File: config.mk
export PLATFORM = sky130hd
export DESIGN_NAME = axi_burst_top
export DESIGN_NICKNAME = d
export VERILOG_FILES = /design/src/source/axi_burst_pkg.sv /design/src/source/axi_ax_arbiter.sv /design/src/source/axi_burst_pump.sv /design/src/source/mem_beat_port.sv /design/src/source/axi_burst_top.sv
export SDC_FILE = /design/constraint.sdc
export NUM_CORES = 1
export LEC_CHECK = 0
export BUFFER_PORTS_ARGS = -buffer_cell sky130_fd_sc_hd__buf_4
export CAP_MARGIN = 20
export CORE_MARGIN = 4
export CORE_UTILIZATION = 31
export CTS_CLUSTER_DIAMETER = 200
export DETAILED_ROUTE_END_ITERATION = 16
export SLEW_MARGIN = 20
export SYNTH_ARGS = -nofsm -noshare
export SYNTH_HDL_FRONTEND = slang
export SYNTH_SLANG_ARGS = --single-unit
File: constraint.sdc
create_clock -name clk_i -period 24.9 [get_ports clk_i]
set_input_delay 2.49 -clock clk_i [delete_from_list [all_inputs] [get_ports clk_i]]
set_output_delay 2.49 -clock clk_i [all_outputs]
set_load 0.01 [all_outputs]
File: src/source/axi_burst_pkg.sv
`default_nettype none

package axi_burst_pkg;

  // address width of the AXI address channels and of the beat path
  localparam int addr_width_lp = 32;

  // data bus width in bits
  localparam int data_width_lp = 64;

  // byte lanes on the data bus
  localparam int mask_width_lp = data_width_lp / 8;

  // log2 of the lane count, bits of byte offset inside one word
  localparam int lg_mask_width_lp = $clog2(mask_width_lp);

  // memory word address drops the byte offset
  localparam int word_addr_width_lp = addr_width_lp - lg_mask_width_lp;

  // largest legal axsize, 2**3 = 8 bytes fills the bus
  localparam int max_size_lp = 3;

  // axburst encoding
  typedef enum logic [1:0] {
    e_fixed    = 2'd0,
    e_incr     = 2'd1,
    e_wrap     = 2'd2,
    e_reserved = 2'd3
  } axi_burst_e;

endpackage

`default_nettype wire

File: src/source/axi_ax_arbiter.sv
`timescale 1ns/1ps
`default_nettype none

module axi_ax_arbiter (
  input  wire                                    clk_i
  , input  wire                                  reset_i

  // read address channel
  , input  wire                                  ar_v_i
  , output logic                                 ar_ready_and_o
  , input  wire [axi_burst_pkg::addr_width_lp-1:0] ar_addr_i
  , input  axi_burst_pkg::axi_burst_e             ar_burst_i
  , input  wire [7:0]                            ar_len_i
  , input  wire [2:0]                            ar_size_i

  // write address channel
  , input  wire                                  aw_v_i
  , output logic                                 aw_ready_and_o
  , input  wire [axi_burst_pkg::addr_width_lp-1:0] aw_addr_i
  , input  axi_burst_pkg::axi_burst_e             aw_burst_i
  , input  wire [7:0]                            aw_len_i
  , input  wire [2:0]                            aw_size_i

  // single request toward the pump
  , output logic                                 req_v_o
  , input  wire                                  req_ready_and_i
  , output logic [axi_burst_pkg::addr_width_lp-1:0] req_addr_o
  , output axi_burst_pkg::axi_burst_e             req_burst_o
  , output logic [7:0]                           req_len_o
  , output logic [2:0]                           req_size_o
  , output logic                                 req_write_o
  );

  import axi_burst_pkg::*;

  // round-robin pointer, 0 favours read, 1 favours write
  logic rr_r;
  logic grant_ar, grant_aw;
  logic accept;

  // read wins if alone or if the pointer sits on read
  assign grant_ar = ar_v_i & (~aw_v_i | ~rr_r);
  // write wins if alone or if the pointer sits on write
  assign grant_aw = aw_v_i & (~ar_v_i | rr_r);

  assign req_v_o     = ar_v_i | aw_v_i;
  assign req_write_o = grant_aw;

  // fields of the winning channel, read side when nothing is granted
  assign req_addr_o  = grant_aw ? aw_addr_i  : ar_addr_i;
  assign req_burst_o = grant_aw ? aw_burst_i : ar_burst_i;
  assign req_len_o   = grant_aw ? aw_len_i   : ar_len_i;
  assign req_size_o  = grant_aw ? aw_size_i  : ar_size_i;

  // pump ready only reaches the granted channel
  assign ar_ready_and_o = grant_ar & req_ready_and_i;
  assign aw_ready_and_o = grant_aw & req_ready_and_i;

  assign accept = req_v_o & req_ready_and_i;

  // after each accept, point at the channel that lost
  always_ff @(posedge clk_i) begin
    if (reset_i) begin
      rr_r <= 1'b0;
    end else if (accept) begin
      rr_r <= ~grant_aw;
    end
  end

  // only one address channel may complete a handshake per cycle
  assert property (@(posedge clk_i) disable iff (reset_i)
    !(ar_ready_and_o && aw_ready_and_o));

endmodule

`default_nettype wire

File: src/source/axi_burst_pump.sv
`timescale 1ns/1ps
`default_nettype none

module axi_burst_pump (
  input  wire                                      clk_i
  , input  wire                                    reset_i

  // request from the arbiter
  , input  wire                                    v_i
  , output logic                                   ready_and_o
  , input  wire [axi_burst_pkg::addr_width_lp-1:0] addr_i
  , input  axi_burst_pkg::axi_burst_e               burst_i
  , input  wire [7:0]                              len_i
  , input  wire [2:0]                              size_i
  , input  wire                                    write_i

  // one beat per transfer toward the beat port
  , output logic                                   v_o
  , input  wire                                    send_i
  , output logic [axi_burst_pkg::addr_width_lp-1:0] addr_o
  , output logic [axi_burst_pkg::mask_width_lp-1:0] mask_o
  , output logic                                   first_o
  , output logic                                   last_o
  , output logic                                   write_o
  );

  import axi_burst_pkg::*;

  logic accept, send, send_last;

  // fsm state is low while waiting for a request and high while sending beats
  logic sending_r, sending_n;

  // captured request
  logic [addr_width_lp-1:0] addr_r, addr_n;
  axi_burst_e               burst_r;
  logic [7:0]               len_r;
  logic [2:0]               size_r;
  logic                     write_r;

  // number of transfers already sent in this burst
  logic [7:0] count_r;

  logic [7:0]               nbytes;
  logic [addr_width_lp-1:0] aligned_addr, aligned_incr;
  logic [2:0]               lg_len;
  logic [3:0]               wrap_shift;
  logic [addr_width_lp-1:0] wrap_bytes, lower_wrap, upper_wrap;
  logic                     do_wrap;

  logic [addr_width_lp-1:0]    mask_addr, upper_span;
  logic [lg_mask_width_lp-1:0] lower_lane, upper_lane;
  logic [lg_mask_width_lp:0]   upper_lane_p1;
  logic [mask_width_lp-1:0]    lo_ones, hi_ones;

  assign accept    = v_i & ready_and_o;
  assign send      = v_o & send_i;
  assign send_last = send & last_o;

  // bytes per transfer
  assign nbytes = 8'd1 << size_r;

  // current address rounded down to the transfer size
  assign aligned_addr = (addr_r >> size_r) << size_r;
  assign aligned_incr = aligned_addr + addr_width_lp'(nbytes);

  // wrap length is a power of two, so log2 comes from a small table
  always_comb begin
    case (len_r)
      8'd1:    lg_len = 3'd1;
      8'd3:    lg_len = 3'd2;
      8'd7:    lg_len = 3'd3;
      8'd15:   lg_len = 3'd4;
      default: lg_len = 3'd0;
    endcase
  end

  // wrap window is (len+1) * nbytes bytes wide
  assign wrap_shift = {1'b0, lg_len} + {1'b0, size_r};
  assign wrap_bytes = (addr_width_lp'(len_r) + addr_width_lp'(1)) << size_r;

  // running address stays inside the window, so its boundary matches the start
  assign lower_wrap = (addr_r >> wrap_shift) << wrap_shift;
  assign upper_wrap = lower_wrap + wrap_bytes;
  assign do_wrap    = (aligned_incr >= upper_wrap);

  // lower byte lane is the address offset inside the word
  assign mask_addr  = (addr_r >> lg_mask_width_lp) << lg_mask_width_lp;
  assign lower_lane = addr_r[lg_mask_width_lp-1:0];
  // upper lane ends at the next size boundary
  // also right for an aligned address, where it is lower + nbytes - 1
  assign upper_span = aligned_incr - mask_addr - addr_width_lp'(1);
  assign upper_lane = upper_span[lg_mask_width_lp-1:0];
  assign upper_lane_p1 = {1'b0, upper_lane} + 1'b1;

  // ones from the lower lane upward and cleared above the upper lane
  assign lo_ones = {mask_width_lp{1'b1}} << lower_lane;
  assign hi_ones = {mask_width_lp{1'b1}} << upper_lane_p1;
  assign mask_o  = lo_ones & ~hi_ones;

  assign addr_o  = addr_r;
  assign first_o = (count_r == 8'd0);
  assign last_o  = (count_r == len_r);
  assign write_o = write_r;
  assign v_o     = sending_r;
  assign ready_and_o = ~sending_r;

  always_comb begin
    sending_n = sending_r;
    if (!sending_r && accept) begin
      sending_n = 1'b1;
    end else if (sending_r && send_last) begin
      sending_n = 1'b0;
    end
  end

  // next beat address
  always_comb begin
    case (burst_r)
      // start again at aligned address plus one transfer
      e_incr:  addr_n = aligned_incr;
      // like incr but folds back at the upper boundary
      e_wrap:  addr_n = do_wrap ? lower_wrap : aligned_incr;
      // fixed keeps the start address
      default: addr_n = addr_r;
    endcase
  end

  always_ff @(posedge clk_i) begin
    if (reset_i) begin
      sending_r <= 1'b0;
      count_r   <= 8'd0;
    end else begin
      sending_r <= sending_n;
      if (accept) begin
        count_r <= 8'd0;
      end else if (send) begin
        count_r <= count_r + 8'd1;
      end
    end
  end

  // request fields and running address
  always_ff @(posedge clk_i) begin
    if (accept) begin
      addr_r  <= addr_i;
      burst_r <= burst_i;
      len_r   <= len_i;
      size_r  <= size_i;
      write_r <= write_i;
    end else if (send) begin
      addr_r <= addr_n;
    end
  end

  // wrap needs len 2/4/8/16 and a start aligned to the size
  assert property (@(posedge clk_i) disable iff (reset_i)
    (accept && burst_i == e_wrap) |->
      ((len_i inside {8'd1, 8'd3, 8'd7, 8'd15})
       && (((addr_i >> size_i) << size_i) == addr_i)));

  // transfer no wider than the bus
  assert property (@(posedge clk_i) disable iff (reset_i)
    v_i |-> (size_i <= 3'(max_size_lp)));

  // reserved burst encoding never reaches the pump
  assert property (@(posedge clk_i) disable iff (reset_i)
    v_i |-> (burst_i != e_reserved));

endmodule

`default_nettype wire

File: src/source/mem_beat_port.sv
`timescale 1ns/1ps
`default_nettype none

module mem_beat_port (
  input  wire                                        clk_i
  , input  wire                                      reset_i

  // beat from the pump
  , input  wire                                      beat_v_i
  , output logic                                     beat_send_o
  , input  wire [axi_burst_pkg::addr_width_lp-1:0]   beat_addr_i
  , input  wire [axi_burst_pkg::mask_width_lp-1:0]   beat_mask_i
  , input  wire                                      beat_last_i
  , input  wire                                      beat_write_i

  // memory side
  , output logic                                     mem_v_o
  , input  wire                                      mem_ready_i
  , output logic [axi_burst_pkg::word_addr_width_lp-1:0] mem_word_addr_o
  , output logic [axi_burst_pkg::mask_width_lp-1:0]  mem_strb_o
  , output logic                                     mem_write_o
  , output logic                                     mem_last_o
  );

  import axi_burst_pkg::*;

  logic load;

  // register can take a beat when empty or when the held one drains
  assign beat_send_o = ~mem_v_o | mem_ready_i;
  assign load = beat_v_i & beat_send_o;

  // occupancy
  always_ff @(posedge clk_i) begin
    if (reset_i) begin
      mem_v_o <= 1'b0;
    end else if (beat_send_o) begin
      mem_v_o <= beat_v_i;
    end
  end

  // beat payload, byte offset dropped from the address
  always_ff @(posedge clk_i) begin
    if (load) begin
      mem_word_addr_o <= beat_addr_i[addr_width_lp-1:lg_mask_width_lp];
      mem_strb_o      <= beat_mask_i;
      mem_write_o     <= beat_write_i;
      mem_last_o      <= beat_last_i;
    end
  end

  // a stalled access keeps every field until memory takes it
  assert property (@(posedge clk_i) disable iff (reset_i)
    (mem_v_o && !mem_ready_i) |=>
      (mem_v_o && $stable(mem_word_addr_o) && $stable(mem_strb_o)
       && $stable(mem_write_o) && $stable(mem_last_o)));

endmodule

`default_nettype wire

File: src/source/axi_burst_top.sv
`timescale 1ns/1ps
`default_nettype none

module axi_burst_top (
  input  wire                                      clk_i
  , input  wire                                    reset_i

  , input  wire                                    ar_v_i
  , output logic                                   ar_ready_and_o
  , input  wire [axi_burst_pkg::addr_width_lp-1:0] ar_addr_i
  , input  axi_burst_pkg::axi_burst_e               ar_burst_i
  , input  wire [7:0]                              ar_len_i
  , input  wire [2:0]                              ar_size_i

  , input  wire                                    aw_v_i
  , output logic                                   aw_ready_and_o
  , input  wire [axi_burst_pkg::addr_width_lp-1:0] aw_addr_i
  , input  axi_burst_pkg::axi_burst_e               aw_burst_i
  , input  wire [7:0]                              aw_len_i
  , input  wire [2:0]                              aw_size_i

  , output logic                                   mem_v_o
  , input  wire                                    mem_ready_i
  , output logic [axi_burst_pkg::word_addr_width_lp-1:0] mem_word_addr_o
  , output logic [axi_burst_pkg::mask_width_lp-1:0] mem_strb_o
  , output logic                                   mem_write_o
  , output logic                                   mem_last_o
  );

  import axi_burst_pkg::*;

  // arbiter to pump
  logic                     req_v, req_ready_and, req_write;
  logic [addr_width_lp-1:0] req_addr;
  axi_burst_e               req_burst;
  logic [7:0]               req_len;
  logic [2:0]               req_size;

  // pump to beat register
  logic                     beat_v, beat_send, beat_last, beat_write;
  logic [addr_width_lp-1:0] beat_addr;
  logic [mask_width_lp-1:0] beat_mask;

  axi_ax_arbiter arb (
    .clk_i(clk_i), .reset_i(reset_i)
    ,.ar_v_i(ar_v_i), .ar_ready_and_o(ar_ready_and_o), .ar_addr_i(ar_addr_i)
    ,.ar_burst_i(ar_burst_i), .ar_len_i(ar_len_i), .ar_size_i(ar_size_i)
    ,.aw_v_i(aw_v_i), .aw_ready_and_o(aw_ready_and_o), .aw_addr_i(aw_addr_i)
    ,.aw_burst_i(aw_burst_i), .aw_len_i(aw_len_i), .aw_size_i(aw_size_i)
    ,.req_v_o(req_v), .req_ready_and_i(req_ready_and), .req_addr_o(req_addr)
    ,.req_burst_o(req_burst), .req_len_o(req_len), .req_size_o(req_size)
    ,.req_write_o(req_write)
  );

  // first flag is not needed on the memory port
  axi_burst_pump pump (
    .clk_i(clk_i), .reset_i(reset_i)
    ,.v_i(req_v), .ready_and_o(req_ready_and), .addr_i(req_addr)
    ,.burst_i(req_burst), .len_i(req_len), .size_i(req_size), .write_i(req_write)
    ,.v_o(beat_v), .send_i(beat_send), .addr_o(beat_addr), .mask_o(beat_mask)
    ,.first_o(), .last_o(beat_last), .write_o(beat_write)
  );

  mem_beat_port port (
    .clk_i(clk_i), .reset_i(reset_i)
    ,.beat_v_i(beat_v), .beat_send_o(beat_send), .beat_addr_i(beat_addr)
    ,.beat_mask_i(beat_mask), .beat_last_i(beat_last), .beat_write_i(beat_write)
    ,.mem_v_o(mem_v_o), .mem_ready_i(mem_ready_i), .mem_word_addr_o(mem_word_addr_o)
    ,.mem_strb_o(mem_strb_o), .mem_write_o(mem_write_o), .mem_last_o(mem_last_o)
  );

endmodule

`default_nettype wire

After elaboration in Yosys (flattened, before gate mapping)
Index checks and enable logic that the tools add are counted.
{"block": "word_totals", "register_bits": 96, "input_bits": 95, "output_inout_bits": 42, "word_cells": 75}
{"block": "classes", "n_addsub": 8, "n_lt_le_gt_ge": 1, "eq_ne": 7, "n_shift": 8, "mux": 11, "n_bitwise": 19, "reduce_logical": 8}
{"operator": "two-way mux 32 bit", "n": 4}
{"operator": "case mux 32 bit (2 select lines)", "n": 1}
{"operator": "left shift 32 x 3 -> 32 bit", "n": 2}
{"operator": "adder 32 bit", "n": 1}
{"operator": "adder 32 x 8 -> 32 bit", "n": 1}
{"operator": ">= comparator 32 bit", "n": 1}
{"operator": "left shift 32 x 4 -> 32 bit", "n": 1}
{"operator": ">> shifter 32 x 3 -> 32 bit", "n": 1}
{"operator": ">> shifter 32 x 4 -> 32 bit", "n": 1}
{"operator": "case mux 3 bit (4 select lines)", "n": 1}
{"operator": "adder 8 x 1 -> 9 bit, second input constant", "n": 1}
{"operator": "adder 8 x 1 -> 8 bit, second input constant", "n": 1}
{"operator": "AND 8 bit", "n": 1}
{"operator": "== test 8 x 1 -> 1 bit, second input constant", "n": 1}
{"operator": "== test 8 x 2 -> 1 bit, second input constant", "n": 1}
{"operator": "== test 8 x 3 -> 1 bit, second input constant", "n": 1}
{"operator": "== test 8 x 4 -> 1 bit, second input constant", "n": 1}
{"operator": "== test 8 bit", "n": 1}
{"operator": "two-way mux 8 bit", "n": 1}
{"operator": "inverter 8 bit", "n": 1}
{"operator": "left shift 1 x 3 -> 8 bit, first input constant", "n": 1}
{"operator": "left shift 8 x 3 -> 8 bit, first input constant", "n": 1}
{"operator": "left shift 8 x 4 -> 8 bit, first input constant", "n": 1}
{"operator": "AND 1 bit", "n": 7}
{"operator": "other kinds (16)", "n": 28}

Longest topological paths before layout
{"block": "logic_depth", "ltp_word": 11, "mapped_depth": 43, "mapped_depth_nobuf": 39}

Hierarchy
A second synthesis with hierarchy kept.
{"block": "unflattened", "cells_unflattened": 1292, "hier_area_um2": 11592.4}
{"module": "axi_burst_pump", "n_inst": 1, "cells_each": 1188, "area_each_um2": 9604.2, "seq_area_each_um2": 1561.5}
{"module": "mem_beat_port", "n_inst": 1, "cells_each": 44, "area_each_um2": 1226.2, "seq_area_each_um2": 1191.1}
{"module": "axi_ax_arbiter", "n_inst": 1, "cells_each": 60, "area_each_um2": 762.0, "seq_area_each_um2": 20.0}

Worst setup path before layout
No wires, ideal clock.
{"block": "synth_timing", "path_type": "register to register", "startpoint": "register pump.len_r[4]", "endpoint": "register pump.addr_r[0] (netlist: pump.addr_o[0]), data pin", "setup_ns": 0.270, "t_arrival_ns": 8.849, "t_required_ns": 24.630, "slack_ns": 15.781, "stages_incl_launch_ff": 42, "path_buffers": 6, "synth_period_minus_slack_ns": 9.119, "path_cell_list": "edfxtp_1 > clkbuf_1 > or4_1 > nor3_1 > ha_1 > inv_1 > fa_1 > buf_6 > buf_12 > buf_6 > clkbuf_1 > mux4_2 > nand2b_1 > o31a_1 > a21oi_1 > mux2i_1 > a21oi_1 > nor2_1 > (+6 left out) > nor2_1 > o41ai_1 > nand2b_2 > nor3_1 > xor2_1 > ha_1 > a21o_1 > a21o_1 > a21o_1 > a21o_1 > a21oi_1 > nor2b_1 > o21ai_0 > a21oi_1 > nor2_1 > buf_1 > mux2i_1 > a21oi_1"}
{"block": "synth_between", "elab_chain_len": 11, "elab_cells_between_ends": 16, "classes_between": "3 x add/sub; 1 x order compare; 4 x eq/ne; 3 x shift; 5 x mux"}
{"item": "start: declaration", "line": "axi_burst_pump.sv:37", "text": "logic [7:0] len_r;"}
{"item": "start signal: assignment", "line": "axi_burst_pump.sv:148", "text": "len_r <= len_i;"}
{"item": "== test 8 x 4 -> 1 bit (tied with other cells)", "line": "axi_burst_pump.sv:69", "text": "case (len_r)"}
{"item": "case mux 3 bit (4 select lines)", "line": "axi_burst_pump.sv:69"}
{"item": "adder 3 x 3 -> 4 bit", "line": "axi_burst_pump.sv:79", "text": "assign wrap_shift = {1'b0, lg_len} + {1'b0, size_r};"}
{"item": ">> shifter 32 x 4 -> 32 bit", "line": "axi_burst_pump.sv:83", "text": "assign lower_wrap = (addr_r >> wrap_shift) << wrap_shift;"}
{"item": "left shift 32 x 4 -> 32 bit", "line": "axi_burst_pump.sv:83"}
{"item": "adder 32 bit", "line": "axi_burst_pump.sv:84", "text": "assign upper_wrap = lower_wrap + wrap_bytes;"}
{"item": ">= comparator 32 bit", "line": "axi_burst_pump.sv:85", "text": "assign do_wrap = (aligned_incr >= upper_wrap);"}
{"item": "two-way mux 32 bit (*)", "line": "axi_burst_pump.sv:123", "text": "e_wrap: addr_n = do_wrap ? lower_wrap : aligned_incr;"}
{"item": "case mux 32 bit (2 select lines) (*)", "line": "axi_burst_pump.sv:119", "text": "case (burst_r)"}
{"item": "two-way mux 32 bit (*)", "line": "axi_burst_pump.sv:151", "text": "end else if (send) begin"}
{"item": "two-way mux 32 bit (*)", "line": "axi_burst_pump.sv:145", "text": "if (accept) begin"}
{"item": "end signal: assignment", "line": "axi_burst_pump.sv:146", "text": "addr_r <= addr_i;"}
{"item": "end signal: assignment", "line": "axi_burst_pump.sv:152", "text": "addr_r <= addr_n;"}
{"item": "end: declaration", "line": "axi_burst_pump.sv:35", "text": "logic [addr_width_lp-1:0] addr_r, addr_n;"}
Mark *: on every way between the ends. The rest lies on a longest branch, timed or not. The select of a mux whose other input is x is not followed.
A chain may end at the register's enable or synchronous reset.

Worst setup path in the final report
{"block": "layout_timing", "startpoint": "register pump.len_r[4]", "endpoint": "register pump.addr_r[10] (netlist: pump.addr_o[10]), data pin"}
The elaborated chain is that of the path after synthesis.

==> run_results.csv <==
group,metric,value,unit
global_routing,gr-usage-all-layers,0.172,
floorplan,fp.coreArea,36600,µm²
yosys,netlist_instances,1315,
floorplan,io_pins,137,
sta,period_share,0.437,
route,remaining_drc_errors,0,
route,drtIter0Drc,946,
yosys,synth_fp_nets,1479,
cts,root_buffer,"clkbuf_16",
setup_path,regToRegSetupSlack,14.01,ns
cts,hold_buffers,0,
setup_path,r2r_end,"pump.addr_o[10]",
sta,rsz0062_at_grt,"false",
setup_path,worstPathArrival,10.99,ns
sta,fin_skew,0.00802,ns
cells_and_area,nNetsFinal,1549,
sta,worst_slew_pin_slew,0.965,ns
yosys,async_flop_share,0,
power,leakagePower,5.58,nW
power,power.density,76.0,nW/µm²
cells_and_area,area_delta_synth_final,14.4,%
cts,cts.sinks,96,
floorplan,initial_core_util,0.314,
cells_and_area,multi_input_area,8200,µm²
worst_hold_path,min_path_cells,0,
yosys,synth_area,11500,µm²
yosys,yosys_register_bits,96,
sta,min_period,10.89,ns
cts,clkLatencyLatePin,0.37,ns
setup_path,max_stage_delay,0.65,ns
yosys,syn_area_per_cell,8.75,µm²
global_routing,grt_max_degree,66,
route,routedWlPerCell,19.5,µm
worst_hold_path,min_from,"pump.write_o",
yosys,synthDistinctLibCells,85,
global_routing,antenna_found_initial,1,
route,ant_nets,0,
route,viasPerCell,5.55,
cts,cts-htree-levels,3,
setup_path,r2r_cells,36,
global_routing,grt-ovfl-total,0,
worst_hold_path,hold_path_class,"reg2reg",
placed_design,place.detailed.hpwl,27800,µm
setup_path,crit_type,"reg2reg",
cts,cts_tree,"built",
yosys,ys_warn_count,0,
yosys,synth-seq-area-share,0.241,
cts,cts-resized-gates,0,
sta,setup_viol_count_final,0,
sta,slew-limit-headroom,0.356,
setup_path,endpoint_kind,"flip-flop",
cts,clk_pin_slew_worst_paths,0.07,ns
worst_hold_path,holdPathEnd,"port.mem_write_o",
route,wl,36300,µm
yosys,ys.flop_type,"edfxtp_1",
setup_path,slowest_stage,"buf_4",
global_routing,grt_pass1_vias,9825,
cells_and_area,drive_above_1_share,0.206,
cells_and_area,regArea,2770,µm²
placed_design,globalplace.congestion,0.939,
status,status,"completed",
setup_path,crit_fanout,65,
setup_path,reg2reg_from,"pump.len_r[4]",
run,max-cap-violations,0,
floorplan,die_h,201,µm
sta,slew_viol_final,0,
cts,cts_buffer_depth,2,
placed_design,port_buffers,136,
global_routing,grt_pass1_wl,56300,µm
power,ir_drop,0.0000506,V
cells_and_area,fillers,3743,
route,routed-via-count,10300,
cells_and_area,antenna_cells,0,
route,drt_pre_antenna_iters,5,
setup_path,required,24.99,ns
floorplan,placementRows,70,
floorplan,fp.dieArea,40300,µm²
setup_path,cp_common_cell,"a21o_1",
setup_path,start_kind,"flip-flop",
power,totalPowerFinal,1.00,mW
sta,final_hold_viol_count,0,
cts,cts_buffers,9,
floorplan,die_w,201,µm
cts,post_cts_buffers,0,
sta,fin_setup_tns,0,ns
sta,max_freq,91.8,MHz
yosys,synth_edf_count,85,
[registers in the layout, indices dropped and copies added (netlist names)]
signal	flops
pump.write_o	1
pump.addr_o	32
port.mem_strb_o	8
port.mem_write_o	1
pump.size_r	3
arb.rr_r	1
port.mem_word_addr_o	29
pump.len_r	8
pump.burst_r	2
port.mem_v_o	1
port.mem_last_o	1
pump.count_r	8
pump.v_o	1
[Yosys cell counts (4+ instances only)]
cell type / number / share of area
buf_1: 20 / 0.0065
nor4_1: 4 / 0.0022
inv_2: 4 / 0.0013
o22ai_1: 6 / 0.0033
buf_2: 4 / 0.0017
o21a_1: 4 / 0.0026
a211oi_1: 7 / 0.0046
buf_6: 6 / 0.0059
dfxtp_1: 11 / 0.019
or3_1: 5 / 0.0027
a31oi_1: 10 / 0.0054
mux4_1: 7 / 0.016
mux2i_1: 92 / 0.080
mux4_2: 41 / 0.080
xor2_1: 30 / 0.023
edfxtp_1: 85 / 0.22
inv_1: 33 / 0.011
o31a_1: 4 / 0.0030
nand2_1: 207 / 0.068
a22oi_1: 6 / 0.0039
and3_1: 28 / 0.015
nor3_1: 19 / 0.0083
nand2b_1: 18 / 0.0098
o21ai_0: 67 / 0.029
o211ai_1: 11 / 0.0072
a21oi_1: 81 / 0.035
o31ai_1: 6 / 0.0039
nand4_1: 16 / 0.0087
xnor2_1: 49 / 0.037
and2_1: 9 / 0.0049
mux2_2: 46 / 0.045
clkbuf_1: 57 / 0.019
ha_1: 66 / 0.072
or2_2: 4 / 0.0022
buf_4: 5 / 0.0033
o21bai_1: 8 / 0.0052
a21o_1: 30 / 0.020
nand3_1: 21 / 0.0091
nor2b_1: 8 / 0.0044
nor2_1: 115 / 0.038
[worst max-delay path: cells and delay by family, from the launching register on]
| family | cells | cell delay [ns] |
|---|---|---|
| AO/OA/AOI/OAI | 16 | 3.36 |
| XOR/XNOR | 1 | 0.17 |
| adder cells (fa/ha/maj) | 4 | 1.46 |
| buffers and inverters | 4 | 1.39 |
| flip-flops | 1 | 0.53 |
| multiplexers | 4 | 1.62 |
| AND/OR/NAND/NOR | 7 | 2.00 |
[area by class of cell]
type / count / share of cell area
flip-flops and latches: 96 / 0.211
clock inverters: 5 / 0.00323
repair buffers: 152 / 0.0876
well taps: 468 / 0.0445
inverters: 38 / 0.0110
clock buffers: 11 / 0.0201
multi-input cells: 1088 / 0.623
[layer usage]
layer	vias to the layer above	track usage	share of wire
met1	4914	0.238	0.45
met5	-	0	0.00085
met2	369	0.281	0.47
li1	4959	-	-
met4	4	0.0467	0.027
met3	63	0.0286	0.059
[cell families after synthesis]
group,after synthesis,synth area share
compound gates,277,0.156
fa+ha+maj,69,0.0770
buf+inv,131,0.0504
simple gates,472,0.188
xor+xnor,81,0.0630
mux,189,0.224
flops,96,0.241
[power by group]
| group | internal, mW | switching (mW) | total (mW) |
|---|---|---|---|
| Combinational | 0.268 | 0.333 | 0.600 |
| Sequential | 0.211 | 0.0435 | 0.255 |
| Clock | 0.0781 | 0.0671 | 0.145 |
| Total | 0.557 | 0.443 | 1.00 |
[layout by cell type (no fill, tap or decap), types with 8 or more instances in the layout]
cell,instances
and3_1,28
nor3_1,19
xnor2_1,49
nand3_1,21
nand4_1,16
xor2_1,30
nor2b_1,8
inv_1,33
o21ai_0,66
o21bai_1,8
a21o_1,30
buf_4,151
a31oi_1,10
edfxtp_1,85
mux2i_1,92
nor2_1,114
a21oi_1,81
and2_1,8
mux2_2,46
dfxtp_1,11
nand2b_1,18
ha_1,66
clkbuf_16,10
nand2_1,207
mux4_2,41
o211ai_1,11
[through the flow]
stage | instances | util | hold slack [ns] | instance area, µm² | setup WS [ns]
after detailed placement | 1841 | 0.351 | 0.408 | 12800 | 13.78
after global routing | 1858 | 0.360 | 0.454 | 13200 | 13.43
after CTS | 1857 | 0.359 | 0.439 | 13100 | 13.75
final | 1858 | 0.360 | 0.433 | 13200 | 14.01
after floorplan | 1315 | - | 0.400 | 11500 | 15.78
after global placement | 1841 | 0.351 | 0.420 | 12800 | 14.04
[worst max path at each step]
stage / start / to / slack (ns)
3_3_place_gp: pump.len_r[4] / pump.addr_o[16] / 14.04
3_5_place_dp: pump.len_r[4] / pump.addr_o[10] / 13.78
2_1_floorplan: pump.len_r[4] / pump.addr_o[0] / 15.78
4_1_cts: pump.len_r[4] / pump.addr_o[10] / 13.75
6_report: pump.len_r[4] / pump.addr_o[10] / 14.01
5_1_grt: pump.len_r[4] / pump.addr_o[4] / 13.43
(Power assumes the default switching activity.)
